`config.mk`:
```
export PLATFORM = sky130hd
export DESIGN_NAME = sdram_line
export DESIGN_NICKNAME = d
export VERILOG_FILES = /design/src/common/sdram_pkg.sv /design/src/sdram/sdram_line.sv
export SDC_FILE = /design/constraint.sdc
export NUM_CORES = 1
export LEC_CHECK = 0
export ABC_AREA = 1
export ABC_CLOCK_PERIOD_IN_PS = 1680
export BUFFER_PORTS_ARGS = -buffer_cell sky130_fd_sc_hd__clkbuf_2
export CORE_AREA = 4 4 118 120
export CTS_BUF_LIST = sky130_fd_sc_hd__clkbuf_8
export CTS_CLUSTER_SIZE = 40
export DETAILED_ROUTE_END_ITERATION = 10
export DIE_AREA = 0 0 122 124
export PLACE_DENSITY = 0.78
export SKIP_CTS_REPAIR_TIMING = 1
export SYNTH_ARGS = -nofsm -noshare
export SYNTH_HDL_FRONTEND = slang
export SYNTH_SLANG_ARGS = --single-unit
```
`constraint.sdc`:
```
create_clock -name clk_50m -period 1.68 [get_ports clk_50m]
set_input_delay 0.252 -clock clk_50m [delete_from_list [all_inputs] [get_ports clk_50m]]
set_output_delay 0.252 -clock clk_50m [all_outputs]
set_load 0.05 [all_outputs]
```
`src/common/sdram_pkg.sv`:
```
package sdram_pkg;

	localparam int burst_len = 8;	// words per line
	localparam int bank_w = 2;
	localparam int row_w = 13;
	localparam int col_w = 9;

	localparam int init_wait_cycles = 10000;	// 200 us power-up wait
	localparam int refresh_interval = 390;	// one auto refresh per 7.8 us
	localparam int t_rcd = 2;
	localparam int t_rp = 2;
	localparam int t_rfc = 4;
	localparam int t_wr = 2;
	localparam int t_mrd = 2;
	localparam int cas_latency = 2;
	localparam int rd_capture_delay = cas_latency + 1;	// READ pin cycle to first sample
	localparam int rd_recover = rd_capture_delay + 1 - t_rp;	// last word lands with burst_done

	// init sequence, counted from reset release
	localparam int init_pre_at = init_wait_cycles;
	localparam int init_ref1_at = init_pre_at + t_rp;
	localparam int init_ref2_at = init_ref1_at + t_rfc;
	localparam int init_mode_at = init_ref2_at + t_rfc;
	localparam int init_end_at = init_mode_at + t_mrd;

	// burst write, CL, sequential, burst of 8
	localparam logic [12:0] mode_word = {3'b000, 1'b0, 2'b00, 3'(cas_latency), 1'b0, 3'b011};

	typedef logic [2:0] word_index_t;

	typedef struct packed {
		logic [15:0] w7;
		logic [15:0] w6;
		logic [15:0] w5;
		logic [15:0] w4;
		logic [15:0] w3;
		logic [15:0] w2;
		logic [15:0] w1;
		logic [15:0] w0;	// lowest address
	} line_t;

	// {cs_n, ras_n, cas_n, we_n}
	typedef enum logic [3:0] {
		cmd_load_mode = 4'b0000,
		cmd_auto_refresh = 4'b0001,
		cmd_precharge = 4'b0010,
		cmd_active = 4'b0011,
		cmd_write = 4'b0100,
		cmd_read = 4'b0101,
		cmd_nop = 4'b0111
	} cmd_t;

endpackage

```
`src/sdram/sdram_line.sv`:
```
module sdram_line (
	input logic clk_50m,
	input logic rst_n,
	input logic wr,	// user write request
	input logic rd,	// user read request
	input logic valid,
	input sdram_pkg::line_t data_line_in,
	output sdram_pkg::line_t data_line_out,
	output logic done,
	input logic init_done,
	input logic sched_ready,
	output logic start_wr,
	output logic start_rd,
	input logic wr_word_req,
	input sdram_pkg::word_index_t wr_index,
	output logic [15:0] wr_word,
	input logic rd_valid,
	input sdram_pkg::word_index_t rd_index,
	input logic [15:0] rd_word,
	input logic burst_done
);

typedef enum logic [1:0] {
	l_idle,
	l_wait_wr,	// write burst in flight
	l_wait_rd,	// read burst in flight
	l_done
} state_t;

state_t state;
state_t state_nxt;
logic go;

// request accepted only when controller is up and free
assign go = valid && (wr || rd) && init_done && sched_ready;

assign start_wr = (state == l_idle) && go && wr;	// wr wins over rd
assign start_rd = (state == l_idle) && go && !wr;
assign done = (state == l_done);

always_ff @(posedge clk_50m or negedge rst_n) begin
	if (!rst_n) begin
		state <= l_idle;
	end else begin
		state <= state_nxt;
	end
end

always_comb begin
	state_nxt = state;
	case (state)
		l_idle: begin
			if (start_wr) begin
				state_nxt = l_wait_wr;
			end else if (start_rd) begin
				state_nxt = l_wait_rd;
			end
		end
		l_wait_wr, l_wait_rd: begin
			if (burst_done) begin
				state_nxt = l_done;
			end
		end
		l_done: begin
			state_nxt = l_idle;
		end
		default: begin
			state_nxt = l_idle;
		end
	endcase
end

// word for the scheduler, picked in the cycle it asks
always_comb begin
	wr_word = 16'h0000;
	if (wr_word_req) begin
		case (wr_index)
			3'd0: wr_word = data_line_in.w0;
			3'd1: wr_word = data_line_in.w1;
			3'd2: wr_word = data_line_in.w2;
			3'd3: wr_word = data_line_in.w3;
			3'd4: wr_word = data_line_in.w4;
			3'd5: wr_word = data_line_in.w5;
			3'd6: wr_word = data_line_in.w6;
			default: wr_word = data_line_in.w7;
		endcase
	end
end

// read words land at their own slot, rest of the line holds
always_ff @(posedge clk_50m) begin
	if (rd_valid) begin
		case (rd_index)
			3'd0: data_line_out.w0 <= rd_word;
			3'd1: data_line_out.w1 <= rd_word;
			3'd2: data_line_out.w2 <= rd_word;
			3'd3: data_line_out.w3 <= rd_word;
			3'd4: data_line_out.w4 <= rd_word;
			3'd5: data_line_out.w5 <= rd_word;
			3'd6: data_line_out.w6 <= rd_word;
			default: data_line_out.w7 <= rd_word;
		endcase
	end
end

endmodule

```
Yosys cells after proc, flatten, opt, wreduce, memory -nomap -nowiden
Index checks and enable logic that the tools add are counted.
{"block": "totals", "register_bits": 130, "out_inout_bits": 147, "wordCells": 55}
{"block": "op_classes", "n_eq_ne": 17, "n_mux": 6, "bitwise_logic": 1, "n_reduce_logical": 22}
{"op": "$pmux W16 S7", "count": 1}
{"op": "$eq A3 B3 Y1 const B", "count": 6}
{"op": "$reduce_and A2 Y1", "count": 9}
{"op": "$mux W16", "count": 1}
{"op": "$eq A3 B2 Y1 const B", "count": 4}
{"op": "$reduce_or A7 Y1", "count": 1}
{"op": "$eq A3 B1 Y1 const B", "count": 2}
{"op": "$logic_and A1 B1 Y1", "count": 6}
{"op": "$logic_not A3 Y1", "count": 2}
{"op": "$mux W2", "count": 3}
{"op": "$pmux W2 S3", "count": 1}
{"op": "$eq A2 B2 Y1 const B", "count": 2}
{"op": "$ne A3 B3 Y1 const B", "count": 1}
{"op": "$eq A2 B1 Y1 const B", "count": 1}
{"op": "$logic_not A2 Y1", "count": 1}
{"op": "$ne A2 B2 Y1 const B", "count": 1}
{"op": "$reduce_or A2 Y1", "count": 1}
{"op": "$logic_not A1 Y1", "count": 1}
{"op": "$logic_or A1 B1 Y1", "count": 1}
{"op": "$not A1 Y1", "count": 1}

Longest topological paths before layout
{"block": "depth", "word_depth": 9, "ltp_mapped": 9}

Least setup slack after synthesis
Ideal clock, no wire load.
{"block": "synth_path", "kind": "input to output", "from": "in wr_index[2]", "to": "out wr_word[0]", "t_arrival_ps": 1630, "t_required_ps": 1428, "path_slack_ps": -202, "cell_stages": 7, "cell_sequence": "buf_4 -> inv_4 -> buf_2 -> nand3_1 -> nand2_1 -> nor2_1 -> a21oi_1"}
{"block": "synth_between", "elab_chain_cells": 3, "word_cells_on_any_way": 9, "cone_classes": "eq/ne (6); mux (2); reduce/logical (1)"}
{"element": "from (decl)", "line_no": "sdram_line.sv:15", "rtl": "input sdram_pkg::word_index_t wr_index,"}
{"element": "$eq A3 B3 Y1, or another cell as far along", "line_no": "sdram_line.sv:77", "rtl": "case (wr_index)"}
{"element": "$pmux W16 S7 (*)", "line_no": "sdram_line.sv:77"}
{"element": "$mux W16 (*)", "line_no": "sdram_line.sv:76", "rtl": "if (wr_word_req) begin"}
{"element": "to (decl)", "line_no": "sdram_line.sv:16", "rtl": "output logic [15:0] wr_word,"}
Mark *: on every way between the ends. The rest lies on a longest branch, timed or not.

Worst setup path in the final report
{"block": "layout_path", "from": "reg state[1]", "to": "out start_rd"}
{"block": "layout_between", "elab_chain_cells": 3}
{"element": "from (decl)", "line_no": "sdram_line.sv:30", "rtl": "state_t state;"}
{"element": "from (signal assigned)", "line_no": "sdram_line.sv:43", "rtl": "state <= l_idle;"}
{"element": "from (signal assigned)", "line_no": "sdram_line.sv:45", "rtl": "state <= state_nxt;"}
{"element": "$logic_not A2 Y1", "line_no": "sdram_line.sv:38", "rtl": "assign start_rd = (state == l_idle) && go && !wr;"}
{"element": "$logic_and A1 B1 Y1 (2 in a row)", "line_no": "sdram_line.sv:38"}
{"element": "to (decl)", "line_no": "sdram_line.sv:13", "rtl": "output logic start_rd,"}
No other way between the ends.

==> impl_metrics.csv <==
group,metric,value,unit
pwr,total_power,7.71,mW
worst_setup_path,path_class,"register to output port",
cells_and_area,multi_input_area,0.00143,sq mm
routing,via_count,4800,
routing,first_iter_violations,262,
timing,fin_crit,1.89,ns
grt,grt_pass1_wl,24.1,mm
grt,grt_pass1_vias,4536,
synthesis,postSynth.asyncResetShare,1.54,%
synthesis,ys_warn_count,0,
synthesis,synthesis.area,0.00549,sq mm
timing,tightest_slew,0.370,ns
timing,fmax,529,MHz
timing,maxSlewViolCount,0,
worst_setup_path,cp-start-kind,"register",
cells_and_area,final-seq-area,0.00389,sq mm
cells_and_area,fin_nets,956,
floorplanning,die_y,124,um
floorplanning,ios,307,
routing,wl,17.1,mm
timing,finalSetupViolations,2,
worst_setup_path,max_stage_delay,0.43,ns
clock_network,cts.path.max_buffers,2,
clock_network,path_clk_slew,0.07,ns
status,violations,"negative setup slack",
cells_and_area,fill_cells,1028,
cells_and_area,drive_gt1_share,52.5,%
timing,hold_viol,0,
pwr,power.leakage,3.71,nW
clock_network,cts_sinks,130,
floorplanning,rows,42,
floorplanning,core,0.0130,sq mm
routing,viasPerCell,4.89,
clock_network,clkLatencyLatePin,0.40,ns
floorplanning,die-area,0.0151,sq mm
place,placedInstanceArea,0.00773,sq mm
cells_and_area,area_growth,49.8,%
cells_and_area,layout_common_cells,"clkbuf_2, edfxtp_1, nand2_1",
worst_setup_path,path_max_fanout,3,
synthesis,synth_cells,454,
grt,track_usage,21.5,%
timing,relSlewSlack,75.3,%
worst_setup_path,arrival,1.64,ns
pwr,vdd_drop_max,0.000597,V
timing,timing.final.ws_setup,-0.209,ns
routing,post_drt_wl_per_cell,17.4,um
synthesis,yosysUniqueCellTypes,26,
worst_setup_path,worst-path-buf-inv,2,
cells_and_area,final_cell_area,0.00823,sq mm
clock_network,htree_levels,4,
routing,ant_nets,0,
worst_setup_path,critPathCaptureType,"output port",
grt,grt_overflow,0,
routing,route.detailed.drc,0,
status,outcome,"finished, violations left",
routing,first_pass_iters,4,
place,dp_hpwl,13.1,mm
cells_and_area,n_antenna_cell,0,
timing,post-route-period-util,112,%
synthesis,ys_seq_elements,130,
worst_setup_path,crit_chain,"inv_2, ha_4, nand2_4, nor2_4, nand2_2, nor2_2, buf_6",
floorplanning,fp.dieW,122,um
place,portBuffers,306,
grt,antenna_found_initial,0,
worst_setup_path,required,1.43,ns
timing,rsz0062_at_grt,"yes",
place,gp_congestion,0.969,
clock_network,cts_tree,"done",
synthesis,ys_seq_area_share,70.9,%
floorplanning,initial_core_util,42.3,%
clock_network,cts_root_buf,"clkbuf_8",
grt,grt_max_degree,21,
synthesis,postSynthAreaPerCell,12.1,sq um
flow_run,cap_violations,0,
worst_setup_path,cp_slowest_cell,"dfrtp_1",
cells_and_area,final_common_cell,"clkbuf_2",
synthesis,synth_ff_type,"edfxtp_1",
synthesis,syn_nets,617,
min_path,hp-class,"input pin to register",
synthesis,synth-edff-count,128,
worst_setup_path,worst_path_dominant_cell_family,"flip-flops",
clock_network,cts_made_buffers,17,
pwr,power_density,938,mW/mm^2
timing,fin_skew,0.000655,ns
[metrics by stage]
step	std cells	util [%]	TNS, ns	setup slack [ns]	hold slack [ns]
2_1_floorplan	454	-	0	0.0681	-0.0436
3_3_place_gp	942	59.5	-0.00191	-0.00191	0.0371
3_5_place_dp	942	59.5	-0.119	-0.0598	0.0417
4_1_cts	974	62.2	-0.938	-0.427	-0.408
5_1_grt	982	63.4	-0.514	-0.265	0.0849
6_report	982	63.4	-0.387	-0.209	0.113
[flip-flops by register name (all words and copies together) (netlist names)]
| signal | count |
|---|---|
| data_line_out | 128 |
| state | 2 |
[routing by layer]
| layer | part of all wire, % | global-route usage (%) | vias to the layer above |
|---|---|---|---|
| met5 | 0 | 0 | - |
| met4 | 1.6 | 5.25 | 0 |
| met3 | 8.7 | 5.90 | 20 |
| met2 | 54 | 40.6 | 268 |
| met1 | 36 | 23.9 | 2188 |
| li1 | - | - | 2324 |
[path summary, 6_finish.rpt]
path                       cells past startpoint  slack, ns                         end                  from
setup / recovery                               7      -0.21                    start_rd  state[1]$_DFFE_PN0P_
hold / removal                                 1       0.11  data_line_out[6]$_DFFE_PP_            rd_word[6]
setup reg to reg                              10       0.20        state[1]$_DFFE_PN0P_  state[1]$_DFFE_PN0P_
hold reg to reg                                3       0.63        state[0]$_DFFE_PN0P_  state[0]$_DFFE_PN0P_
max in group asynchronous                      2       1.41        state[1]$_DFFE_PN0P_                 rst_n
min in group asynchronous                      2       0.17        state[0]$_DFFE_PN0P_                 rst_n
[cell families after synthesis]
| group | Yosys count | share of synthesized area, % |
|---|---|---|
| AOI/OAI and AO/OA | 50 | 4.69 |
| adders and majority gates | 3 | 0.684 |
| buffers and inverters | 55 | 5.45 |
| DFF | 130 | 70.9 |
| and+or+nand+nor | 216 | 18.3 |
[cell usage after synthesis, types with 2 or more instances]
library cell,count,area (sq um)
a21oi_1,15,75.1
a21oi_2,2,17.5
buf_2,12,60.1
buf_4,6,45.0
buf_6,3,33.8
buf_8,2,30.0
clkbuf_2,2,10.0
dfrtp_1,2,50.1
edfxtp_1,128,3840
ha_1,3,37.5
inv_1,26,97.6
nand2_1,68,255
nand3_1,35,175
nand4_1,49,307
nor2_1,59,221
o21ai_0,29,145
o21ai_1,4,20.0
[layout make-up]
| type | count | share of cell area, % |
|---|---|---|
| repair buffers | 346 | 27.0 |
| inverters | 29 | 1.41 |
| well taps | 176 | 2.68 |
| clock buffers | 17 | 2.84 |
| clock inverters | 15 | 1.32 |
| multi-input cells | 269 | 17.4 |
| flip-flops and latches | 130 | 47.3 |
[power breakdown]
| part | switching [mW] | total [mW] | internal [mW] |
|---|---|---|---|
| clock network | 1.15 | 2.18 | 1.02 |
| registers | 0.0559 | 3.75 | 3.69 |
| logic | 1.12 | 1.79 | 0.666 |
(Power assumes the default switching activity.)
