<file path="src/common/sdram_pkg.sv">
package sdram_pkg;

	localparam int burst_len = 8;	// words per line
	localparam int bank_w = 2;
	localparam int row_w = 13;
	localparam int col_w = 9;

	localparam int init_wait_cycles = 10000;	// 200 us power-up wait
	localparam int refresh_interval = 390;	// one auto refresh per 7.8 us
	localparam int t_rcd = 2;
	localparam int t_rp = 2;
	localparam int t_rfc = 4;
	localparam int t_wr = 2;
	localparam int t_mrd = 2;
	localparam int cas_latency = 2;
	localparam int rd_capture_delay = cas_latency + 1;	// READ pin cycle to first sample
	localparam int rd_recover = rd_capture_delay + 1 - t_rp;	// last word lands with burst_done

	// init sequence, counted from reset release
	localparam int init_pre_at = init_wait_cycles;
	localparam int init_ref1_at = init_pre_at + t_rp;
	localparam int init_ref2_at = init_ref1_at + t_rfc;
	localparam int init_mode_at = init_ref2_at + t_rfc;
	localparam int init_end_at = init_mode_at + t_mrd;

	// burst write, CL, sequential, burst of 8
	localparam logic [12:0] mode_word = {3'b000, 1'b0, 2'b00, 3'(cas_latency), 1'b0, 3'b011};

	typedef logic [2:0] word_index_t;

	typedef struct packed {
		logic [15:0] w7;
		logic [15:0] w6;
		logic [15:0] w5;
		logic [15:0] w4;
		logic [15:0] w3;
		logic [15:0] w2;
		logic [15:0] w1;
		logic [15:0] w0;	// lowest address
	} line_t;

	// {cs_n, ras_n, cas_n, we_n}
	typedef enum logic [3:0] {
		cmd_load_mode = 4'b0000,
		cmd_auto_refresh = 4'b0001,
		cmd_precharge = 4'b0010,
		cmd_active = 4'b0011,
		cmd_write = 4'b0100,
		cmd_read = 4'b0101,
		cmd_nop = 4'b0111
	} cmd_t;

endpackage

</file>
<file path="src/sdram/sdram_init.sv">
module sdram_init (
	input logic clk_50m,
	input logic rst_n,
	output sdram_pkg::cmd_t init_cmd,
	output logic [12:0] init_addr,
	output logic init_done
);

logic [14:0] step_cnt;	// cycles since reset, stops at the end of the sequence

always_ff @(posedge clk_50m or negedge rst_n) begin
	if (!rst_n) begin
		step_cnt <= 15'd0;
	end else if (step_cnt != 15'(sdram_pkg::init_end_at)) begin
		step_cnt <= step_cnt + 15'd1;
	end
end

always_ff @(posedge clk_50m or negedge rst_n) begin
	if (!rst_n) begin
		init_cmd <= sdram_pkg::cmd_nop;
		init_addr <= 13'h0000;
		init_done <= 1'b0;
	end else begin
		init_cmd <= sdram_pkg::cmd_nop;
		init_addr <= 13'h0000;
		case (step_cnt)
			15'(sdram_pkg::init_pre_at): begin
				init_cmd <= sdram_pkg::cmd_precharge;
				init_addr <= 13'h0400;	// a10 high, all banks
			end
			15'(sdram_pkg::init_ref1_at): begin
				init_cmd <= sdram_pkg::cmd_auto_refresh;
			end
			15'(sdram_pkg::init_ref2_at): begin
				init_cmd <= sdram_pkg::cmd_auto_refresh;
			end
			15'(sdram_pkg::init_mode_at): begin
				init_cmd <= sdram_pkg::cmd_load_mode;
				init_addr <= sdram_pkg::mode_word;
			end
			default: begin
				init_cmd <= sdram_pkg::cmd_nop;
			end
		endcase
		if (step_cnt == 15'(sdram_pkg::init_end_at)) begin
			init_done <= 1'b1;	// sticky, counter parks here
		end
	end
end

endmodule

</file>
<file path="config.mk">
export PLATFORM = sky130hd
export DESIGN_NAME = sdram_init
export DESIGN_NICKNAME = d
export VERILOG_FILES = /design/src/common/sdram_pkg.sv /design/src/sdram/sdram_init.sv
export SDC_FILE = /design/constraint.sdc
export NUM_CORES = 1
export LEC_CHECK = 0
export BUFFER_PORTS_ARGS = -buffer_cell sky130_fd_sc_hd__buf_4
export CAP_MARGIN = 20
export CELL_PAD_IN_SITES_DETAIL_PLACEMENT = 1
export CELL_PAD_IN_SITES_GLOBAL_PLACEMENT = 1
export CORE_MARGIN = 2
export CORE_UTILIZATION = 35
export DETAILED_ROUTE_END_ITERATION = 8
export PLACE_DENSITY_LB_ADDON = 0.1
export SLEW_MARGIN = 20
export SYNTH_ARGS = -nofsm -noshare
export SYNTH_HDL_FRONTEND = slang
export SYNTH_SLANG_ARGS = --single-unit
</file>
<file path="constraint.sdc">
create_clock -name clk_50m -period 2.2 [get_ports clk_50m]
set_input_delay 0.22 -clock clk_50m [delete_from_list [all_inputs] [get_ports clk_50m]]
set_output_delay 0.22 -clock clk_50m [all_outputs]
set_load 0.05 [all_outputs]
</file>
* Word level (Yosys, flattened, before mapping)
Cells that the tools add are included.
Operators by class: add/subtract/negate cells 1, equality and inequality tests 6, reductions and logical operators 1, muxes and demuxes 2
Operator list (number):
- 15-bit by 14-bit == test with 1-bit output, second input constant | 5
- 11-bit one-hot mux with 2 select lines | 1
- 15-bit by 1-bit adder with 15-bit output, second input constant | 1
- 15-bit by 14-bit != test with 1-bit output, second input constant | 1
- 3-bit one-hot mux with 3 select lines | 1
- 2-bit OR reduction | 1
Storage, ports and cells: flip-flop bits (word level) 33, output and inout port bits 18, input port bits 2, logic and storage cells 14

* Longest topological paths before layout
Gate-level depths: netlist of run 1.
depth in word-level cells 3, gate-level depth with buffers 5, gate-level depth less buffers 5

* Least setup slack after synthesis of run 1
OpenSTA, ideal clock, no wires.
kind flip-flop to flip-flop, start point register step_cnt[5], end point register step_cnt[1], required time 2.075 ns, data arrival time 1.795 ns, setup time 0.125 ns, clock period less this slack 1.920 ns, cell stages (with the launch flop) 4, setup slack 0.280 ns, buffers on the path 0, cell sequence dfrtp_1 > or4_4 > or4_4 > mux2_4
Between the ends: cells in the longest elaborated chain, start to end 1
Ends and longest elaborated chain:
- start, declared | line sdram_init.sv:9 | logic [14:0] step_cnt;
- start signal, assigned | line sdram_init.sv:15 | step_cnt <= step_cnt + 15'd1;
- 15-bit by 14-bit != test with 1-bit output | line sdram_init.sv:14 | end else if (step_cnt != 15'(sdram_pkg::init_end_at)) begin
Every way passes these cells. A chain may end at the register's enable or synchronous reset.

* Final worst setup path of run 1
Same ends and word-level chain as after synthesis.

==> results of run 1 <==
## cells by family (layout without fill, tap and decap cells)
| kind of cell | Yosys count | count (layout) | share of synthesized area (%) |
|---|---|---|---|
| and+or+nand+nor | 40 | 40 | 20.8 |
| DFF | 21 | 21 | 47.7 |
| buffers and inverters | 21 | 20 | 11.2 |
| xor gates and xnor gates | 12 | 12 | 9.48 |
| AOI/OAI and AO/OA | 10 | 10 | 5.76 |
| adders and majority gates | 3 | 3 | 3.39 |
| other | 1 | 10 | 0.338 |
| muxes | 1 | 1 | 1.35 |
## metal layers
metal | wire length (um) | part of all wire, %
met5 | 0 | 0
met1 | 1120 | 49
met2 | 1030 | 45
met4 | 34 | 1.5
met3 | 81 | 3.6
## per-stage QoR
step / power [W] / setup slack, ps / util, %
detailed placement: 0.000439 / 214 / 38.4
global placement: 0.000439 / 245 / 38.4
CTS: 0.000637 / 195 / 39.6
floorplan: 0.000444 / 280 / -
global route: 0.000666 / 148 / 39.6
finish: 0.000627 / 196 / 39.6
## registers in the layout, summed over array words and instances (netlist names)
register   flops
init_addr      2
init_done      1
step_cnt      15
init_cmd       3
## cell type report
| cell class | instances | area [um^2] |
|---|---|---|
| Tap cell | 44 | 55.1 |
| Sequential cell | 21 | 529 |
| Timing Repair Buffer | 10 | 77.6 |
| Multi-Input combinational cell | 76 | 489 |
| Clock buffer | 4 | 26.3 |
| Inverter | 6 | 22.5 |
| Fill cell | 365 | 1830 |
## worst min path at each step
stage	start	to	slack, ps	cells past startpoint
after floorplan	rst_n	init_addr[10]	-80	0
after global placement	rst_n	init_addr[5]	120	1
after detailed placement	rst_n	init_addr[5]	120	1
after CTS	rst_n	step_cnt[10]	320	2
after global routing	rst_n	init_addr[5]	320	2
final	rst_n	step_cnt[10]	310	2
## synth_stat cells, types with 3 or more instances
master	number
xor2_1	6
nand2_1	9
dfstp_2	3
xnor2_1	6
o21ai_0	4
nor4_1	6
buf_4	12
ha_1	3
dfrtp_1	18
nand4_1	4
nor2_1	3
inv_1	6
nand3_1	5
nor3_1	5
## report_power, final
part	total, W	switching (W)	internal, W
Combinational	0.0000472	0.0000448	0.00000237
Sequential	0.000386	0	0.000386
Clock	0.000194	0.000123	0.0000709
## what timing repair did
item	in CTS	in global routing
hold buffers	1	0
buffers inserted	0	0
endpoints found under the hold margin	18	0
==> impl_metrics.tcl, run 1 <==
set metrics [dict create \
    final_common_cell "dfrtp_1" \
    grt_pass1_wl_um 3910 \
    endpoint "step_cnt[1]" \
    synthTopCellsByArea "dfrtp_1, buf_4, dfstp_2" \
    clkLatencyLatePin_ps 310 \
    yosysWarningCount 0 \
    cts_buffer_depth 2 \
    dpl.hpwl_um 1680 \
    cp_num_buf_inv 0 \
    peakVddDrop_v 0.000236 \
    fmax_ghz 0.499 \
    syn_to_final_growth_pct 8.24 \
    layout-drive-gt1-share_pct 18.8 \
    row_count 20 \
    core_area_mm2 0.00303 \
    path_delay_family "simple AND/OR/NAND/NOR gates" \
    cp_cell_sequence "or4_4 > or4_4 > mux2_4" \
    yosys.area.top_type "dfrtp_1" \
    syn_area_per_cell_um2 10.2 \
    reg2reg_depth 3 \
    yosysSeqAreaShare_pct 47.7 \
    finalNonFillerCells 161 \
    cts_made_buffers 3 \
    syn-cell-area_mm2 0.00111 \
    rrSetupSlack_ps 200 \
    busiest_layer "met1" \
    grtUsageMet1_pct 21.9 \
    hp-class "in2async" \
    worstSetupStartpoint "step_cnt[5]" \
    postSynth.asyncResetShare_pct 100 \
    fin_crit_sh_pct 91.1 \
    critPathRequiredTime_ps 2410 \
    port_buffers 9 \
    final-setup-viol-count 0 \
    worst_hold_slack_ps 313 \
    finalHoldViolCount 0 \
    synth.top_cell.area_share_pct 40.6 \
    ios 20 \
    finalMaxSlewViolations 0 \
    antenna_found_initial 0 \
    grt_max_degree 22 \
    grt_util_met2_pct 21.6 \
    path_clk_slew_ps 120 \
    num_vias 776 \
    die_h_um 60.3 \
    grt_use_met3_pct 2.60 \
    wire_per_inst_um 14.1 \
    overflow 0 \
    drt_first_iter_violations 22 \
    path_depth 3 \
    synth-main-ff-cell "dfrtp_1" \
    drc 0 \
    slowest_delay_ps 570 \
    crit_top_cell "or4_4" \
    cts_sinks 21 \
    crit_path_top_delay_cell "or4_4" \
    gp_congestion 0.679 \
    cts-resized-gates 0 \
    r2r_start "step_cnt[5]" \
    postRouteAntennaNets 0 \
    crit_path_end_kind "flip-flop" \
    p_leak_nw 0.546 \
    outcome "finished clean" \
    cp_max_fo 6 \
    ys_ff_latch 21 \
    grt_pass1_vias 757 \
    routed_wirelength_um 2270 \
    die_w_um 60.3 \
    place_area_mm2 0.00116 \
    dp_cells 156 \
    synth_enable_flop_cells 0 \
    finish.net_count 123 \
    initial_utilization_pct 36.6 \
    final_area_mm2 0.00120 \
    p_per_area_mw_per_mm2 523 \
    clock-root-buffer "clkbuf_4" \
    timing.rr.end "step_cnt[1]" \
    crit_type "reg2reg" \
    maxCapViolCount 0 \
    dieArea_mm2 0.00363 \
    syn_inst 109 \
    n_antenna_cell 0 \
    start_kind "flip-flop" \
    htree_levels 1 \
    arrival_ps 2210 \
    skew_ps 5.24 \
    fin_setup_tns_ps 0 \
    vias_per_cell 4.82 \
    dr.pass1.iters 4 \
    period_minus_slack_ps 2000 \
    synth_cell_types 29 \
    grt_util_all_layers_pct 15.0 \
    cts_tree "done" \
    rsz0062_at_grt "no" \
    final_cell_mix "dfrtp_1, conb_1, nand2_1, buf_4" \
]
No activity file was read; power rests on OpenSTA's default activity.
==> inputs of run 2 (changes only) <==
CORE_ASPECT_RATIO = 1.25   (was default)
==> run 2 against run 1 <==
  * Final cell count decreased by 4.3%
  * Wire length decreased by 1.6%
  * Worst setup slack got worse by 2.7 ps
  * Clock skew increased by 0.79 ps
  * Global-route usage increased by 0.064 points
  * Clock power decreased by 4%
  * First-iteration DRC count decreased by 36%
  * Die area about the same
  * Register-to-register slack about the same
  * Count of clock-buffer cells in the layout unchanged
  * Utilization increased by 0.65 points
  * Non-clock buffer count increased by 1
  * Largest power group unchanged
==> impl_metrics.tcl, run 2 (synthesis results as in run 1) <==
set metrics [dict create \
    die_h_um 66.9 \
    dr.pass1.iters 2 \
    cts_sinks 21 \
    drc 0 \
    postRouteAntennaNets 0 \
    layout-drive-gt1-share_pct 19.5 \
    rrSetupSlack_ps 190 \
    gp_congestion 0.740 \
    die_w_um 54.3 \
    dieArea_mm2 0.00364 \
    power.switching_w 0.000161 \
    clkPwrFrac_pct 30.1 \
    clkLatencyLatePin_ps 300 \
    final_cell_mix "dfrtp_1, conb_1, buf_4, nand2_1" \
    finish.net_count 124 \
    crit_path_end_kind "flip-flop" \
    skew_ps 6.03 \
    finalMaxSlewViolations 0 \
    routed_wirelength_um 2230 \
    htree_levels 1 \
    p_per_area_mw_per_mm2 518 \
    critPathRequiredTime_ps 2390 \
    row_count 22 \
    crit_top_cell "or4_4" \
    slowest_delay_ps 570 \
    fin_crit_sh_pct 91.2 \
    syn_to_final_growth_pct 8.01 \
    cp_max_fo 6 \
    cts_buffer_depth 2 \
    fmax_ghz 0.498 \
    regMostFlops "step_cnt" \
    start_kind "flip-flop" \
    path_clk_slew_ps 120 \
    reg2reg_depth 3 \
    maxCapViolCount 0 \
    reg_top3 "step_cnt (15), init_cmd (3), init_addr (2)" \
    clock-root-buffer "clkbuf_4" \
    finalHoldViolCount 0 \
    fin_setup_tns_ps 0 \
    largest_reg_flops 15 \
    outcome "finished clean" \
    core_area_mm2 0.00297 \
    wire_per_inst_um 14.5 \
    drt_first_iter_violations 14 \
    grt_pass1_wl_um 3970 \
    n_antenna_cell 0 \
    dpl.hpwl_um 1640 \
    cts_tree "done" \
    p_comb_share_pct 7.6 \
    grt_pass1_vias 825 \
    grt_max_degree 22 \
    overflow 0 \
    crit_path_top_delay_cell "or4_4" \
    initial_utilization_pct 37.3 \
    antenna_found_initial 0 \
    seqPwrFrac_pct 62.3 \
    peakVddDrop_v 0.000305 \
    final-setup-viol-count 0 \
    worst_hold_slack_ps 325 \
    ios 20 \
    timing.rr.end "step_cnt[1]" \
    grt_util_all_layers_pct 15.1 \
    port_buffers 9 \
    p_int_w 0.000459 \
    r2r_start "step_cnt[5]" \
    swShare_pct 25.9 \
    crit_type "reg2reg" \
    arrival_ps 2200 \
    num_vias 759 \
    rsz0062_at_grt "no" \
    hp-class "in2async" \
    cts_made_buffers 3 \
    period_minus_slack_ps 2010 \
    p_leak_nw 0.551 \
    final_common_cell "dfrtp_1" \
    vias_per_cell 4.93 \
    cp_cell_sequence "or4_4 > or4_4 > mux2_4" \
]
## run 2: cell types whose count changed in the layout (fill, tap and decap cells not counted), sizes merged
cell  change
buf       +1
## run 2: repair_timing
item | in CTS | in global routing
gates resized for setup | 0 | 0
endpoints found under the hold margin | 18 | 0
buffers inserted | 0 | 0
hold buffers | 1 | 0
## run 2: worst max-delay path by stage
stage                      from  cells past startpoint     endpoint  slack [ps]
finish              step_cnt[5]                      3  step_cnt[1]         190
global route        step_cnt[5]                      3  step_cnt[1]         140
CTS                 step_cnt[5]                      3  step_cnt[1]         190
detailed placement  step_cnt[5]                      3  step_cnt[1]         210
global placement    step_cnt[5]                      3  step_cnt[1]         230
floorplan           step_cnt[5]                      3  step_cnt[1]         280
## run 2: final cells by class
type                            count  area, um^2
Inverter                            6        22.5
Sequential cell                    21         529
Timing Repair Buffer               11        85.1
Tap cell                           36        45.0
Clock buffer                        4        26.3
Multi-Input combinational cell     76         489
Fill cell                         343        1780
## run 2: critical path: cells and delay by family, from the launching register on
kind,cells,cell delay [ps]
multiplexers,1,320
flip-flops,1,450
AND/OR/NAND/NOR,2,1140
## run 2: power groups by stage
stage | Combinational [W] | Clock, W | Sequential (W)
final | 0.0000470 | 0.000187 | 0.000386
after global routing | 0.0000504 | 0.000216 | 0.000386
after CTS | 0.0000475 | 0.000190 | 0.000386
after detailed placement | 0.0000460 | 0 | 0.000393
after global placement | 0.0000459 | 0 | 0.000393
after floorplan | 0.0000509 | 0 | 0.000393
## run 2: stage by stage
stage	setup slack (ps)	std cells	total power (W)	util [%]	cell area [um^2]
6_report	193	154	0.000620	40.3	1200
5_1_grt	140	154	0.000652	40.3	1200
4_1_cts	187	154	0.000624	40.3	1200
3_5_place_dp	209	149	0.000439	39.1	1160
3_3_place_gp	234	149	0.000439	39.1	1160
2_1_floorplan	280	118	0.000444	-	1140
## run 2: metal layers
metal / GRT usage [%] / share of wire (%) / vias up
met2: 25.6 / 53 / 12
met3: 2.02 / 2.6 / 2
li1: - / - / 371
met1: 18.9 / 43 / 374
met5: 0 / 0 / -
met4: 5.63 / 0.76 / 0
