<file path="src/common/sdram_pkg.sv">
package sdram_pkg;

	localparam int burst_len = 8;	// words per line
	localparam int bank_w = 2;
	localparam int row_w = 13;
	localparam int col_w = 9;

	localparam int init_wait_cycles = 10000;	// 200 us power-up wait
	localparam int refresh_interval = 390;	// one auto refresh per 7.8 us
	localparam int t_rcd = 2;
	localparam int t_rp = 2;
	localparam int t_rfc = 4;
	localparam int t_wr = 2;
	localparam int t_mrd = 2;
	localparam int cas_latency = 2;
	localparam int rd_capture_delay = cas_latency + 1;	// READ pin cycle to first sample
	localparam int rd_recover = rd_capture_delay + 1 - t_rp;	// last word lands with burst_done

	// init sequence, counted from reset release
	localparam int init_pre_at = init_wait_cycles;
	localparam int init_ref1_at = init_pre_at + t_rp;
	localparam int init_ref2_at = init_ref1_at + t_rfc;
	localparam int init_mode_at = init_ref2_at + t_rfc;
	localparam int init_end_at = init_mode_at + t_mrd;

	// burst write, CL, sequential, burst of 8
	localparam logic [12:0] mode_word = {3'b000, 1'b0, 2'b00, 3'(cas_latency), 1'b0, 3'b011};

	typedef logic [2:0] word_index_t;

	typedef struct packed {
		logic [15:0] w7;
		logic [15:0] w6;
		logic [15:0] w5;
		logic [15:0] w4;
		logic [15:0] w3;
		logic [15:0] w2;
		logic [15:0] w1;
		logic [15:0] w0;	// lowest address
	} line_t;

	// {cs_n, ras_n, cas_n, we_n}
	typedef enum logic [3:0] {
		cmd_load_mode = 4'b0000,
		cmd_auto_refresh = 4'b0001,
		cmd_precharge = 4'b0010,
		cmd_active = 4'b0011,
		cmd_write = 4'b0100,
		cmd_read = 4'b0101,
		cmd_nop = 4'b0111
	} cmd_t;

endpackage

</file>
<file path="src/sdram/sdram_sched.sv">
module sdram_sched (
	input logic clk_50m,
	input logic rst_n,
	input sdram_pkg::cmd_t init_cmd,
	input logic [12:0] init_addr,
	input logic init_done,
	input logic [23:0] addr,	// word address, held by the user
	input logic start_wr,
	input logic start_rd,
	output logic sched_ready,
	output logic wr_word_req,
	output sdram_pkg::word_index_t wr_index,
	output logic rd_cmd,	// READ on the pins this cycle
	output logic dq_oe_next,
	output logic burst_done,
	output logic sdram_cs_n,
	output logic sdram_ras_n,
	output logic sdram_cas_n,
	output logic sdram_we_n,
	output logic [1:0] sdram_ba,
	output logic [12:0] sdram_addr
);

typedef enum logic [2:0] {
	s_idle,
	s_refresh,
	s_activate,
	s_trcd,
	s_write,
	s_read,
	s_recover,	// write recovery or read drain
	s_precharge	// t_rp wait after PRECHARGE
} state_t;

state_t state;
state_t state_nxt;
sdram_pkg::cmd_t cmd_q;
sdram_pkg::cmd_t cmd_nxt;
logic [1:0] ba_nxt;
logic [12:0] addr_nxt;
logic [2:0] wait_cnt;
sdram_pkg::word_index_t word_cnt;
logic op_wr;	// current access is a write
logic [8:0] ref_timer;
logic ref_pend;
logic [sdram_pkg::bank_w-1:0] bank;
logic [sdram_pkg::row_w-1:0] row;
logic [sdram_pkg::col_w-1:0] col;

assign bank = addr[sdram_pkg::col_w + sdram_pkg::row_w +: sdram_pkg::bank_w];
assign row = addr[sdram_pkg::col_w +: sdram_pkg::row_w];
assign col = {addr[sdram_pkg::col_w-1:3], 3'b000};	// line aligned

assign {sdram_cs_n, sdram_ras_n, sdram_cas_n, sdram_we_n} = cmd_q;
assign sched_ready = init_done && (state == s_idle) && !ref_pend;
assign wr_word_req = (state == s_write);
assign dq_oe_next = (state == s_write);
assign wr_index = word_cnt;
assign burst_done = (state == s_precharge) && (wait_cnt == 3'd0);

always_comb begin
	state_nxt = state;
	cmd_nxt = sdram_pkg::cmd_nop;
	ba_nxt = sdram_ba;
	addr_nxt = sdram_addr;
	case (state)
		s_idle: begin
			if (!init_done) begin
				cmd_nxt = init_cmd;	// init block owns the pins
				addr_nxt = init_addr;
			end else if (ref_pend) begin
				cmd_nxt = sdram_pkg::cmd_auto_refresh;
				state_nxt = s_refresh;
			end else if (start_wr || start_rd) begin
				state_nxt = s_activate;
			end
		end
		s_refresh: begin
			if (wait_cnt == 3'd0) begin
				state_nxt = s_idle;
			end
		end
		s_activate: begin
			cmd_nxt = sdram_pkg::cmd_active;
			ba_nxt = bank;
			addr_nxt = row;
			state_nxt = s_trcd;
		end
		s_trcd: begin
			if (wait_cnt == 3'd0) begin
				state_nxt = op_wr ? s_write : s_read;
			end
		end
		s_write, s_read: begin
			if (word_cnt == 3'd0) begin
				if (op_wr) begin
					cmd_nxt = sdram_pkg::cmd_write;
				end else begin
					cmd_nxt = sdram_pkg::cmd_read;
				end
				addr_nxt = {{(13 - sdram_pkg::col_w){1'b0}}, col};	// a10 low, no auto precharge
			end
			if (word_cnt == 3'(sdram_pkg::burst_len - 1)) begin
				state_nxt = s_recover;
			end
		end
		s_recover: begin
			if (wait_cnt == 3'd0) begin
				cmd_nxt = sdram_pkg::cmd_precharge;	// this bank only
				addr_nxt = 13'h0000;
				state_nxt = s_precharge;
			end
		end
		s_precharge: begin
			if (wait_cnt == 3'd0) begin
				state_nxt = s_idle;
			end
		end
		default: begin
			state_nxt = s_idle;
		end
	endcase
end

always_ff @(posedge clk_50m or negedge rst_n) begin
	if (!rst_n) begin
		state <= s_idle;
		cmd_q <= sdram_pkg::cmd_nop;
		sdram_ba <= 2'b00;
		sdram_addr <= 13'h0000;
		rd_cmd <= 1'b0;
		op_wr <= 1'b0;
		wait_cnt <= 3'd0;
		word_cnt <= 3'd0;
	end else begin
		state <= state_nxt;
		cmd_q <= cmd_nxt;
		sdram_ba <= ba_nxt;
		sdram_addr <= addr_nxt;
		rd_cmd <= (cmd_nxt == sdram_pkg::cmd_read);
		if (state == s_idle && start_wr) begin
			op_wr <= 1'b1;
		end else if (state == s_idle && start_rd) begin
			op_wr <= 1'b0;
		end
		if (state_nxt != state) begin
			case (state_nxt)
				s_refresh: wait_cnt <= 3'(sdram_pkg::t_rfc - 1);
				s_trcd: wait_cnt <= 3'(sdram_pkg::t_rcd - 2);	// ACTIVE issued from s_activate
				s_recover: wait_cnt <= op_wr ? 3'(sdram_pkg::t_wr - 1) :
					3'(sdram_pkg::rd_recover - 1);
				s_precharge: wait_cnt <= 3'(sdram_pkg::t_rp - 1);
				default: wait_cnt <= 3'd0;
			endcase
		end else if (wait_cnt != 3'd0) begin
			wait_cnt <= wait_cnt - 3'd1;
		end
		if (state == s_write || state == s_read) begin
			word_cnt <= word_cnt + 3'd1;	// wraps to 0 after the last word
		end else begin
			word_cnt <= 3'd0;
		end
	end
end

// refresh timer, request waits for the next idle
always_ff @(posedge clk_50m or negedge rst_n) begin
	if (!rst_n) begin
		ref_timer <= 9'd0;
		ref_pend <= 1'b0;
	end else if (init_done) begin
		if (ref_timer == 9'(sdram_pkg::refresh_interval - 1)) begin
			ref_timer <= 9'd0;
			ref_pend <= 1'b1;
		end else begin
			ref_timer <= ref_timer + 9'd1;
			if (state == s_idle && state_nxt == s_refresh) begin
				ref_pend <= 1'b0;
			end
		end
	end
end

endmodule

</file>
<file path="config.mk">
export PLATFORM = sky130hd
export DESIGN_NAME = sdram_sched
export DESIGN_NICKNAME = d
export VERILOG_FILES = /design/src/common/sdram_pkg.sv /design/src/sdram/sdram_sched.sv
export SDC_FILE = /design/constraint.sdc
export NUM_CORES = 1
export LEC_CHECK = 0
export ABC_AREA = 1
export BUFFER_PORTS_ARGS = -buffer_cell sky130_fd_sc_hd__buf_2
export CORE_ASPECT_RATIO = 0.75
export CORE_UTILIZATION = 45
export DETAILED_ROUTE_END_ITERATION = 16
export PLACE_DENSITY = 0.76
export SLEW_MARGIN = 20
export SYNTH_ARGS = -nofsm -noshare
export SYNTH_HDL_FRONTEND = slang
export SYNTH_SLANG_ARGS = --single-unit
</file>
<file path="constraint.sdc">
create_clock -name clk_50m -period 1.8 [get_ports clk_50m]
set_input_delay 0.36 -clock clk_50m [delete_from_list [all_inputs] [get_ports clk_50m]]
set_output_delay 0.36 -clock clk_50m [all_outputs]
set_load 0.02 [all_outputs]
</file>
Yosys cells after proc, flatten, opt, wreduce, memory -nomap -nowiden
Cells that the tools add are included.

Word-level logic and storage cells: 80. Bits in registers: 40. Bits of input ports: 46.

Reduce and logical (&&, ||, !) cells: 22. Mux-type cells: 28. Equality and inequality tests: 17. Add/subtract/negate cells: 3.

Operator list (number): 13-bit case mux with 4 select lines (1); 13-bit two-way mux (3); 3-bit two-way mux (12); 3-bit equality test, second input constant (7); 3-bit case mux with 6 select lines (1); 4-bit case mux with 4 select lines (1); 9-bit by 1-bit adder with 9-bit output, second input constant (1); 9-bit equality test, second input constant (1); 3-bit zero test (3); 9-bit two-way mux (1); 3-bit by 1-bit equality test with 1-bit output, second input constant (2); 3-bit by 2-bit equality test with 1-bit output, second input constant (2); 1-bit logical AND (6); 1-bit two-way mux (6); 2-bit != test, second input constant (3); 2-bit nonzero test (3); 2-bit OR reduction (3); 4-bit by 3-bit equality test with 1-bit output, second input constant (1); 4-bit two-way mux (1); 2-bit case mux with 2 select lines (1); 4-bit AND reduction (1); 4-bit nonzero test (1); 3-bit by 1-bit adder with 3-bit output, second input constant (1); 3-bit != test (1); 6 further kinds (7).

Longest topological paths before layout
Gate-level depths: netlist of the first run.

Depth in word-level cells: 9. Gate-level depth with buffers: 13.

Worst setup path after synthesis of the first run
OpenSTA, ideal clock, no wires.

Path kind: reg2out. Start point: register state[1]. End point: output wr_word_req. Stages on the path, launching flop included: 8. Arrival time: 1433 ps. Buffers on the path: 4. Required time: 1440 ps. Path slack: 7 ps. Cell sequence: dfrtp_1 -> buf_6 -> inv_2 -> nand2_2 -> buf_6 -> buf_2 -> nor2_1 -> buf_4.

Cells in the longest elaborated chain, start to end: 1.

Ends and longest elaborated chain: start, declared (RTL line sdram_sched.sv:35) `state_t state;`; start signal, assigned (RTL line sdram_sched.sv:127) `state <= s_idle;`; start signal, assigned (RTL line sdram_sched.sv:136) `state <= state_nxt;`; 3-bit equality test; end, declared (RTL line sdram_sched.sv:11) `output logic wr_word_req,`.

No other way between the ends.

Final worst setup path of the first run
Start point: register state[1]. End point: output sched_ready.

Cells in the longest elaborated chain, start to end: 3.

Ends and longest elaborated chain: 3-bit zero test (RTL line sdram_sched.sv:55) `assign sched_ready = init_done && (state == s_idle) && !ref_pend;`; 1-bit logical AND (2 in series) (RTL line sdram_sched.sv:55); end, declared (RTL line sdram_sched.sv:10) `output logic sched_ready,`.

No other way between the ends.

==> run_summary.xml, run 1 <==
<?xml version="1.0" encoding="UTF-8"?>
<metrics>
  <group name="status">
    <metric name="status" unit="">complete, no violations</metric>
  </group>
  <group name="synth">
    <metric name="synth_async_sr_flop_share" unit="%">100</metric>
    <metric name="synthesis.area_per_instance" unit="µm²">7.90</metric>
    <metric name="synthDominantAreaCellType" unit="">dfrtp_1</metric>
    <metric name="synth_top_flop_cell" unit="">dfrtp_1</metric>
    <metric name="synth.lib_cells_used.distinct" unit="">30</metric>
    <metric name="ys_top_cells_by_count" unit="">nand2_1, dfrtp_1, inv_1, nor2_1, nand3_1</metric>
    <metric name="postSynthCellCount" unit="">284</metric>
    <metric name="post_synth_edffs" unit="">0</metric>
    <metric name="synth.area.top_cells" unit="">dfrtp_1, nand2_1, inv_1, nor2_1, ha_1</metric>
    <metric name="synth.yosys.warnings" unit="">0</metric>
    <metric name="synthMostInstantiatedCell" unit="">nand2_1</metric>
    <metric name="yosysSeqAreaShare" unit="%">44.8</metric>
    <metric name="syn_area" unit="mm²">0.00224</metric>
    <metric name="synth_top_area_share" unit="%">41.2</metric>
    <metric name="synth.ff_latch_count" unit="">40</metric>
    <metric name="synthesized_netlist_net_count" unit="">337</metric>
  </group>
  <group name="finish">
    <metric name="layout.core_utilization" unit="%">61.9</metric>
    <metric name="design.final.nets" unit="">419</metric>
    <metric name="final.fill_count" unit="">413</metric>
    <metric name="antenna_cells_inserted" unit="">0</metric>
    <metric name="regArea" unit="mm²">0.00101</metric>
    <metric name="layout_cell_share_with_drive_strength_beyond_1" unit="%">31.6</metric>
    <metric name="multi_input_area" unit="mm²">0.00104</metric>
    <metric name="flow.area_growth_from_synthesis" unit="%">27.6</metric>
  </group>
  <group name="die">
    <metric name="die_x" unit="µm">83.6</metric>
    <metric name="design.die.area" unit="mm²">0.00528</metric>
    <metric name="die_height" unit="µm">63.2</metric>
    <metric name="number_of_top_level_pins" unit="">73</metric>
    <metric name="row_count" unit="">21</metric>
    <metric name="floorplan.initialDensity" unit="%">48.5</metric>
    <metric name="core-area" unit="mm²">0.00462</metric>
  </group>
  <group name="grt">
    <metric name="total_global_routing_overflow" unit="">0</metric>
    <metric name="grt_pass1_vias" unit="">1910</metric>
    <metric name="grt_first_pass_wirelength" unit="µm">8810</metric>
    <metric name="grt_start_max_net_pins" unit="">22</metric>
    <metric name="initial_antenna_violation_count" unit="">0</metric>
    <metric name="global_route.usage.total" unit="%">20.8</metric>
  </group>
  <group name="worst_setup_path">
    <metric name="critical_path.top_delay_family" unit="">flip-flops</metric>
    <metric name="critPathLaunch" unit="">state[1]$_DFF_PN0_</metric>
    <metric name="regToRegStartpoint" unit="">wr_index[0]$_DFF_PN0_</metric>
    <metric name="timing.critical_path.from_type" unit="">flop</metric>
    <metric name="cell_type_with_the_highest_occurrence_count_on_the_critical_path" unit="">buf_4</metric>
    <metric name="slowest_cell_delay_on_critical_path" unit="ps">450</metric>
    <metric name="end_kind" unit="">output port</metric>
    <metric name="timing_worst_setup_path_type" unit="">flop to output port</metric>
    <metric name="path_buf_inv" unit="">3</metric>
    <metric name="critical_path.slowest_cell" unit="">dfrtp_2</metric>
    <metric name="timing.critical_path.required" unit="ps">1440</metric>
    <metric name="crit_chain" unit="">buf_4 &gt; nor3_4 &gt; nand2_1 &gt; inv_1 &gt; buf_4</metric>
    <metric name="arrival" unit="ps">1370</metric>
    <metric name="worstPathMaxFanout" unit="">5</metric>
  </group>
  <group name="sta">
    <metric name="finalHoldViolations" unit="">0</metric>
    <metric name="final.period_utilization" unit="%">96.2</metric>
    <metric name="worst_clock_skew" unit="ps">3.99</metric>
    <metric name="final.min_clock_period" unit="ps">1730</metric>
    <metric name="timing_worst_slew_pin_value" unit="ps">460</metric>
    <metric name="timing.hold.ws" unit="ps">15.6</metric>
    <metric name="max_freq" unit="MHz">577</metric>
    <metric name="slew_violations" unit="">0</metric>
    <metric name="setup_violations" unit="">0</metric>
    <metric name="slew-limit-headroom" unit="%">69.3</metric>
    <metric name="setup_slack" unit="ps">67.6</metric>
  </group>
  <group name="placement">
    <metric name="dp_hpwl" unit="µm">3990</metric>
    <metric name="place_congestion" unit="">0.835</metric>
    <metric name="count_of_input_and_output_buffers" unit="">69</metric>
    <metric name="minimum_setup_slack_after_placement" unit="ps">-61.8</metric>
  </group>
  <group name="clocking">
    <metric name="cts_buffers" unit="">5</metric>
    <metric name="clock_latency" unit="ps">290</metric>
    <metric name="clk_path_buf_depth" unit="">2</metric>
    <metric name="tritoncts" unit="">yes</metric>
    <metric name="clkSlewWorstSetupHoldPaths" unit="ps">80</metric>
    <metric name="root_buffer" unit="">clkbuf_8</metric>
    <metric name="cts.sink_count" unit="">40</metric>
    <metric name="ctsHtreeMaxLevel" unit="">2</metric>
  </group>
  <group name="detailed_routing">
    <metric name="detailroute.via_count" unit="">2106</metric>
    <metric name="wl_per_cell" unit="µm">12.5</metric>
    <metric name="drcViolationCount" unit="">0</metric>
    <metric name="drtIter0Drc" unit="">92</metric>
    <metric name="detail_route.vias_per_cell" unit="">4.97</metric>
    <metric name="postRouteWirelength" unit="µm">5300</metric>
    <metric name="ant_nets" unit="">0</metric>
    <metric name="detailedRoute.firstPassIterationCount" unit="">4</metric>
  </group>
  <group name="power">
    <metric name="static-leakage-power" unit="nW">1.63</metric>
    <metric name="max-vdd-ir-drop" unit="V">0.000844</metric>
    <metric name="powerDensity" unit="mW/mm²">1890</metric>
    <metric name="p_total" unit="mW">5.43</metric>
  </group>
  <group name="job">
    <metric name="maxCapViolations" unit="">0</metric>
  </group>
  <group name="min_path">
    <metric name="min_path_type" unit="">input port to async pin</metric>
  </group>
</metrics>
==> sequential cells by signal (all words and copies together) (netlist names), 2 cells and up <==
signal and cells:
cmd_q 4, ref_timer 9, sdram_addr 13, state 3, sdram_ba 2, wait_cnt 3, wr_index 3
==> cells in the final DEF, fill, tap and decap left out, types with 2 or more instances in the layout <==
master,instances
a21o_1,2
a21oi_1,13
a22oi_1,6
a32o_1,7
buf_12,2
buf_2,67
buf_4,17
clkbuf_8,5
dfrtp_1,35
dfrtp_2,2
dfstp_2,3
ha_1,6
inv_1,31
inv_2,5
nand2_1,88
nand2_2,4
nand2_4,2
nand3_1,15
nand4_1,3
nor2_1,24
nor2_2,2
o21ai_0,12
xor2_1,3
==> metal layers <==
metal	track usage [%]	part of all wire, %	up-vias
li1	-	-	1074
met1	28.6	49	969
met2	33.5	46	58
met3	4.46	4.8	5
met4	5.72	0.64	0
met5	0	0	-
==> what timing repair did <==
item                                    4_1_cts  5_1_grt
hold buffers                                  0        0
resized for setup                             4        8
pin swaps                                     1        3
buffers inserted                              2        7
endpoints found under the setup margin       13        8
==> area by class of cell <==
class                           count  share of cell area (%)
Multi-Input combinational cell    197                    36.3
Sequential cell                    40                    35.2
Timing Repair Buffer               86                    17.6
Inverter                           36                    4.72
Clock buffer                        6                    2.53
Tap cell                           57                    2.49
Clock inverter                      2                    1.22
==> per-stage QoR <==
step,instance area [µm²],cells,TNS [ps]
after CTS,2790,417,0
after global routing,2860,424,-23.3
after detailed placement,2660,407,-309
after global placement,2660,407,-52.3
after floorplan,2240,284,0
final,2860,424,0
==> worst paths after layout <==
check	to	slack [ps]	depth (start not counted)
min reg2reg	sdram_ba[0]$_DFFE_PN0N_	470	2
max reg2reg	wait_cnt[0]$_DFFE_PN0P_	150	12
min in group clk_50m	sdram_ba[0]$_DFFE_PN0N_	270	3
max	sched_ready	70	5
min	ref_timer[4]$_DFFE_PN0P_	20	1
max in group asynchronous	state[0]$_DFF_PN0_	1310	2
==> power breakdown <==
part	total, mW	internal, mW	switching [mW]	leakage, nW
clock network	0.713	0.411	0.302	0.0552
logic	3.13	1.21	1.92	1.09
registers	1.58	1.32	0.264	0.487
==> cells by family after synthesis <==
| kind of cell | after synthesis | share of synthesized area [%] |
|---|---|---|
| muxes | 1 | 0.446 |
| xor gates and xnor gates | 3 | 1.17 |
| and+or+nand+nor | 144 | 27.6 |
| AOI/OAI and AO/OA | 42 | 12.0 |
| buffers and inverters | 47 | 10.0 |
| adders and majority gates | 7 | 3.90 |
| DFF | 40 | 44.8 |
Power figures use the tool's default switching activity.
==> run 2, diff against run 1 <==
Settings changed: ABC_AREA 1 to unset.
==> run_summary.xml, run 2 <==
<?xml version="1.0" encoding="UTF-8"?>
<metrics>
  <group name="synth">
    <metric name="postSynthCellCount" unit="">212</metric>
    <metric name="synth_top_flop_cell" unit="">dfrtp_1</metric>
    <metric name="synthMostInstantiatedCell" unit="">dfrtp_1</metric>
    <metric name="synthesis.area_per_instance" unit="µm²">10.5</metric>
    <metric name="synthDominantAreaCellType" unit="">dfrtp_1</metric>
    <metric name="synth_top_area_share" unit="%">41.6</metric>
    <metric name="synth.yosys.warnings" unit="">0</metric>
    <metric name="synth.area.top_cells" unit="">dfrtp_1, mux2_2, ha_1, dfstp_2, a21oi_1</metric>
    <metric name="synth.ff_latch_count" unit="">40</metric>
    <metric name="synth_async_sr_flop_share" unit="%">100</metric>
    <metric name="post_synth_edffs" unit="">0</metric>
    <metric name="syn_area" unit="mm²">0.00223</metric>
    <metric name="synth.lib_cells_used.distinct" unit="">49</metric>
    <metric name="synthesized_netlist_net_count" unit="">265</metric>
    <metric name="yosysSeqAreaShare" unit="%">45.1</metric>
    <metric name="ys_top_cells_by_count" unit="">dfrtp_1, mux2_2, nor2_1, a21oi_1</metric>
  </group>
  <group name="placement">
    <metric name="minimum_setup_slack_after_placement" unit="ps">-134</metric>
    <metric name="dp_hpwl" unit="µm">3880</metric>
    <metric name="count_of_input_and_output_buffers" unit="">69</metric>
    <metric name="place_congestion" unit="">0.805</metric>
  </group>
  <group name="detailed_routing">
    <metric name="detail_route.vias_per_cell" unit="">5.41</metric>
    <metric name="ant_nets" unit="">0</metric>
    <metric name="drcViolationCount" unit="">0</metric>
    <metric name="wl_per_cell" unit="µm">15.4</metric>
    <metric name="detailroute.via_count" unit="">2003</metric>
    <metric name="drtIter0Drc" unit="">134</metric>
    <metric name="postRouteWirelength" unit="µm">5700</metric>
    <metric name="detailedRoute.firstPassIterationCount" unit="">4</metric>
  </group>
  <group name="power">
    <metric name="total_switching_power" unit="mW">2.40</metric>
    <metric name="comb_power_share" unit="%">60.3</metric>
    <metric name="static-leakage-power" unit="nW">1.52</metric>
    <metric name="seq_power_share" unit="%">26.6</metric>
    <metric name="sw_frac_of_total" unit="%">40.2</metric>
    <metric name="max-vdd-ir-drop" unit="V">0.00127</metric>
    <metric name="powerDensity" unit="mW/mm²">1920</metric>
    <metric name="power_report.internal_total" unit="mW">3.57</metric>
    <metric name="power.share.clock" unit="%">13.1</metric>
  </group>
  <group name="die">
    <metric name="row_count" unit="">21</metric>
    <metric name="design.die.area" unit="mm²">0.00523</metric>
    <metric name="number_of_top_level_pins" unit="">73</metric>
    <metric name="die_x" unit="µm">83.2</metric>
    <metric name="core-area" unit="mm²">0.00460</metric>
    <metric name="die_height" unit="µm">62.9</metric>
    <metric name="floorplan.initialDensity" unit="%">48.4</metric>
  </group>
  <group name="finish">
    <metric name="top_regs" unit="">sdram_addr (13), ref_timer (9), cmd_q (4)</metric>
    <metric name="regArea" unit="mm²">0.00101</metric>
    <metric name="register_ranked_first_by_flip_flop_count" unit="">sdram_addr</metric>
    <metric name="layout_cell_share_with_drive_strength_beyond_1" unit="%">51.8</metric>
    <metric name="final.fill_count" unit="">356</metric>
    <metric name="flow.area_growth_from_synthesis" unit="%">39.7</metric>
    <metric name="multi_input_area" unit="mm²">0.00119</metric>
    <metric name="antenna_cells_inserted" unit="">0</metric>
    <metric name="design.final.nets" unit="">365</metric>
    <metric name="largest_reg_flops" unit="">13</metric>
    <metric name="layout.cells.most_common_list" unit="">buf_2, buf_4, dfrtp_1, mux2_2</metric>
    <metric name="final_common_cell" unit="">buf_2</metric>
  </group>
  <group name="sta">
    <metric name="worst_clock_skew" unit="ps">4.63</metric>
    <metric name="finalHoldViolations" unit="">0</metric>
    <metric name="slew-limit-headroom" unit="%">68.7</metric>
    <metric name="max_freq" unit="MHz">517</metric>
    <metric name="slew_violations" unit="">0</metric>
    <metric name="setup_repair_after_global_routing_missed_its_margin" unit="">yes</metric>
    <metric name="final.period_utilization" unit="%">107</metric>
    <metric name="timing_worst_slew_pin_value" unit="ps">466</metric>
    <metric name="setup_violations" unit="">18</metric>
    <metric name="fin_tns_setup" unit="ps">-586</metric>
    <metric name="final.min_clock_period" unit="ps">1930</metric>
    <metric name="setup_slack" unit="ps">-133</metric>
  </group>
  <group name="min_path">
    <metric name="min_path_type" unit="">input port to async pin</metric>
  </group>
  <group name="worst_setup_path">
    <metric name="rr_endpoint" unit="">wait_cnt[0]$_DFFE_PN0P_</metric>
    <metric name="slowest_cell_delay_on_critical_path" unit="ps">380</metric>
    <metric name="timing.critical_path.required" unit="ps">1980</metric>
    <metric name="regToRegStartpoint" unit="">wait_cnt[1]$_DFFE_PN0P_</metric>
    <metric name="timing.critical_path.from_type" unit="">flop</metric>
    <metric name="end_kind" unit="">flop</metric>
    <metric name="arrival" unit="ps">2110</metric>
    <metric name="worstPathMaxFanout" unit="">4</metric>
    <metric name="cp-endpoint" unit="">wait_cnt[0]$_DFFE_PN0P_</metric>
    <metric name="critical_path.slowest_cell" unit="">dfrtp_1</metric>
    <metric name="timing_worst_setup_path_type" unit="">flop to flop</metric>
    <metric name="r2r_cells" unit="">7</metric>
    <metric name="critPathLaunch" unit="">wait_cnt[1]$_DFFE_PN0P_</metric>
    <metric name="timing.reg2reg.setup_slack" unit="ps">-130</metric>
    <metric name="crit_chain" unit="">inv_2 &gt; ha_4 &gt; nor2b_2 &gt; nor3_1 &gt; o32ai_4 &gt; mux2_4 &gt; mux2i_1</metric>
  </group>
  <group name="grt">
    <metric name="initial_antenna_violation_count" unit="">0</metric>
    <metric name="global_route.usage.total" unit="%">21.4</metric>
    <metric name="grt_start_max_net_pins" unit="">23</metric>
    <metric name="grt_pass1_vias" unit="">1894</metric>
    <metric name="grt_first_pass_wirelength" unit="µm">8910</metric>
    <metric name="total_global_routing_overflow" unit="">0</metric>
  </group>
  <group name="clocking">
    <metric name="tritoncts" unit="">yes</metric>
    <metric name="clkSlewWorstSetupHoldPaths" unit="ps">80</metric>
    <metric name="cts_buffers" unit="">5</metric>
    <metric name="root_buffer" unit="">clkbuf_8</metric>
    <metric name="postCtsHoldBufs" unit="">0</metric>
    <metric name="clock_latency" unit="ps">300</metric>
    <metric name="clk_path_buf_depth" unit="">2</metric>
    <metric name="cts.sink_count" unit="">40</metric>
    <metric name="ctsHtreeMaxLevel" unit="">2</metric>
  </group>
  <group name="status">
    <metric name="status" unit="">finished with violations</metric>
    <metric name="failed_checks" unit="">negative setup slack</metric>
  </group>
  <group name="job">
    <metric name="maxCapViolations" unit="">0</metric>
  </group>
</metrics>
[run 2: cell types whose count changed after synthesis, moves of 8 or more]
| cell | change |
|---|---|
| inv_1 | -22 |
| mux2_2 | +15 |
| nor2_1 | -10 |
| nand3_1 | -14 |
| nor2b_1 | +8 |
| o21ai_0 | -10 |
| nand2_1 | -79 |
[run 2: routing by layer]
layer,routed length [µm],vias to the layer above,share of wire [%],global-route usage [%]
met4,48,0,0.84,4.74
met1,2550,981,45,28.9
met5,0,-,0,0
met2,2800,63,49,35.6
li1,-,952,-,-
met3,297,7,5.2,4.62
[run 2: cell families (layout without fill, tap and decap cells)]
family,count (synthesis),count (layout),synth area share [%]
xor+xnor,8,8,3.15
mux,19,19,9.61
flops,40,40,45.1
fa+ha+maj,7,7,3.93
simple gates,62,62,15.5
buf+inv,24,125,5.68
compound gates,52,52,17.0
[run 2: critical path: cells and delay by family (launching register included)]
kind / cells / cell delay [ps]
and+or+nand+nor: 2 / 530
muxes: 2 / 480
DFF: 1 / 380
AOI/OAI and AO/OA: 1 / 180
adders and majority gates: 1 / 170
buffers and inverters: 1 / 60
[run 2: cell type report]
class                   count  area share [%]
flip-flops and latches     40            32.5
clock buffers               6            2.65
well taps                  57            2.29
multi-input cells         148            38.3
clock inverters             2            1.25
inverters                  11            1.33
repair buffers            106            21.8
[run 2: worst min path at each step]
stage	startpoint	endpoint	slack, ps	cells after the start
global placement	rst_n	wr_index[2]$_DFF_PN0_	330	1
global route	rst_n	wr_index[0]$_DFF_PN0_	30	1
finish	rst_n	wr_index[0]$_DFF_PN0_	8	1
detailed placement	rst_n	wr_index[2]$_DFF_PN0_	340	1
CTS	rst_n	sdram_addr[5]$_DFFE_PN0P_	20	1
floorplan	rst_n	cmd_q[3]$_DFF_PN0_	60	0
[run 2: timing repair]
action                                  4_1_cts  5_1_grt
endpoints found under the setup margin       21       23
buffers inserted                              4       10
resized for setup                            19       10
pin swaps                                     4        6
[run 2: metrics by stage]
step | instances | cell area (µm²) | hold WS, ps | total power, mW | utilization [%]
finish | 370 | 3110 | 7.62 | 5.97 | 67.6
global route | 370 | 3110 | 34.2 | 6.34 | 67.6
CTS | 360 | 3010 | 17.6 | 5.69 | 65.4
detailed placement | 348 | 2770 | 335 | 4.64 | 60.2
global placement | 348 | 2770 | 328 | 4.54 | 60.2
floorplan | 212 | 2240 | 64.4 | 3.70 | -
[run 2: power by group through the flow]
stage / Clock, mW / Combinational (mW) / Sequential, mW
finish: 0.781 / 3.60 / 1.59
global route: 0.836 / 3.88 / 1.63
CTS: 0.791 / 3.32 / 1.59
detailed placement: 0 / 3.07 / 1.57
global placement: 0 / 2.98 / 1.56
floorplan: 0 / 1.92 / 1.77
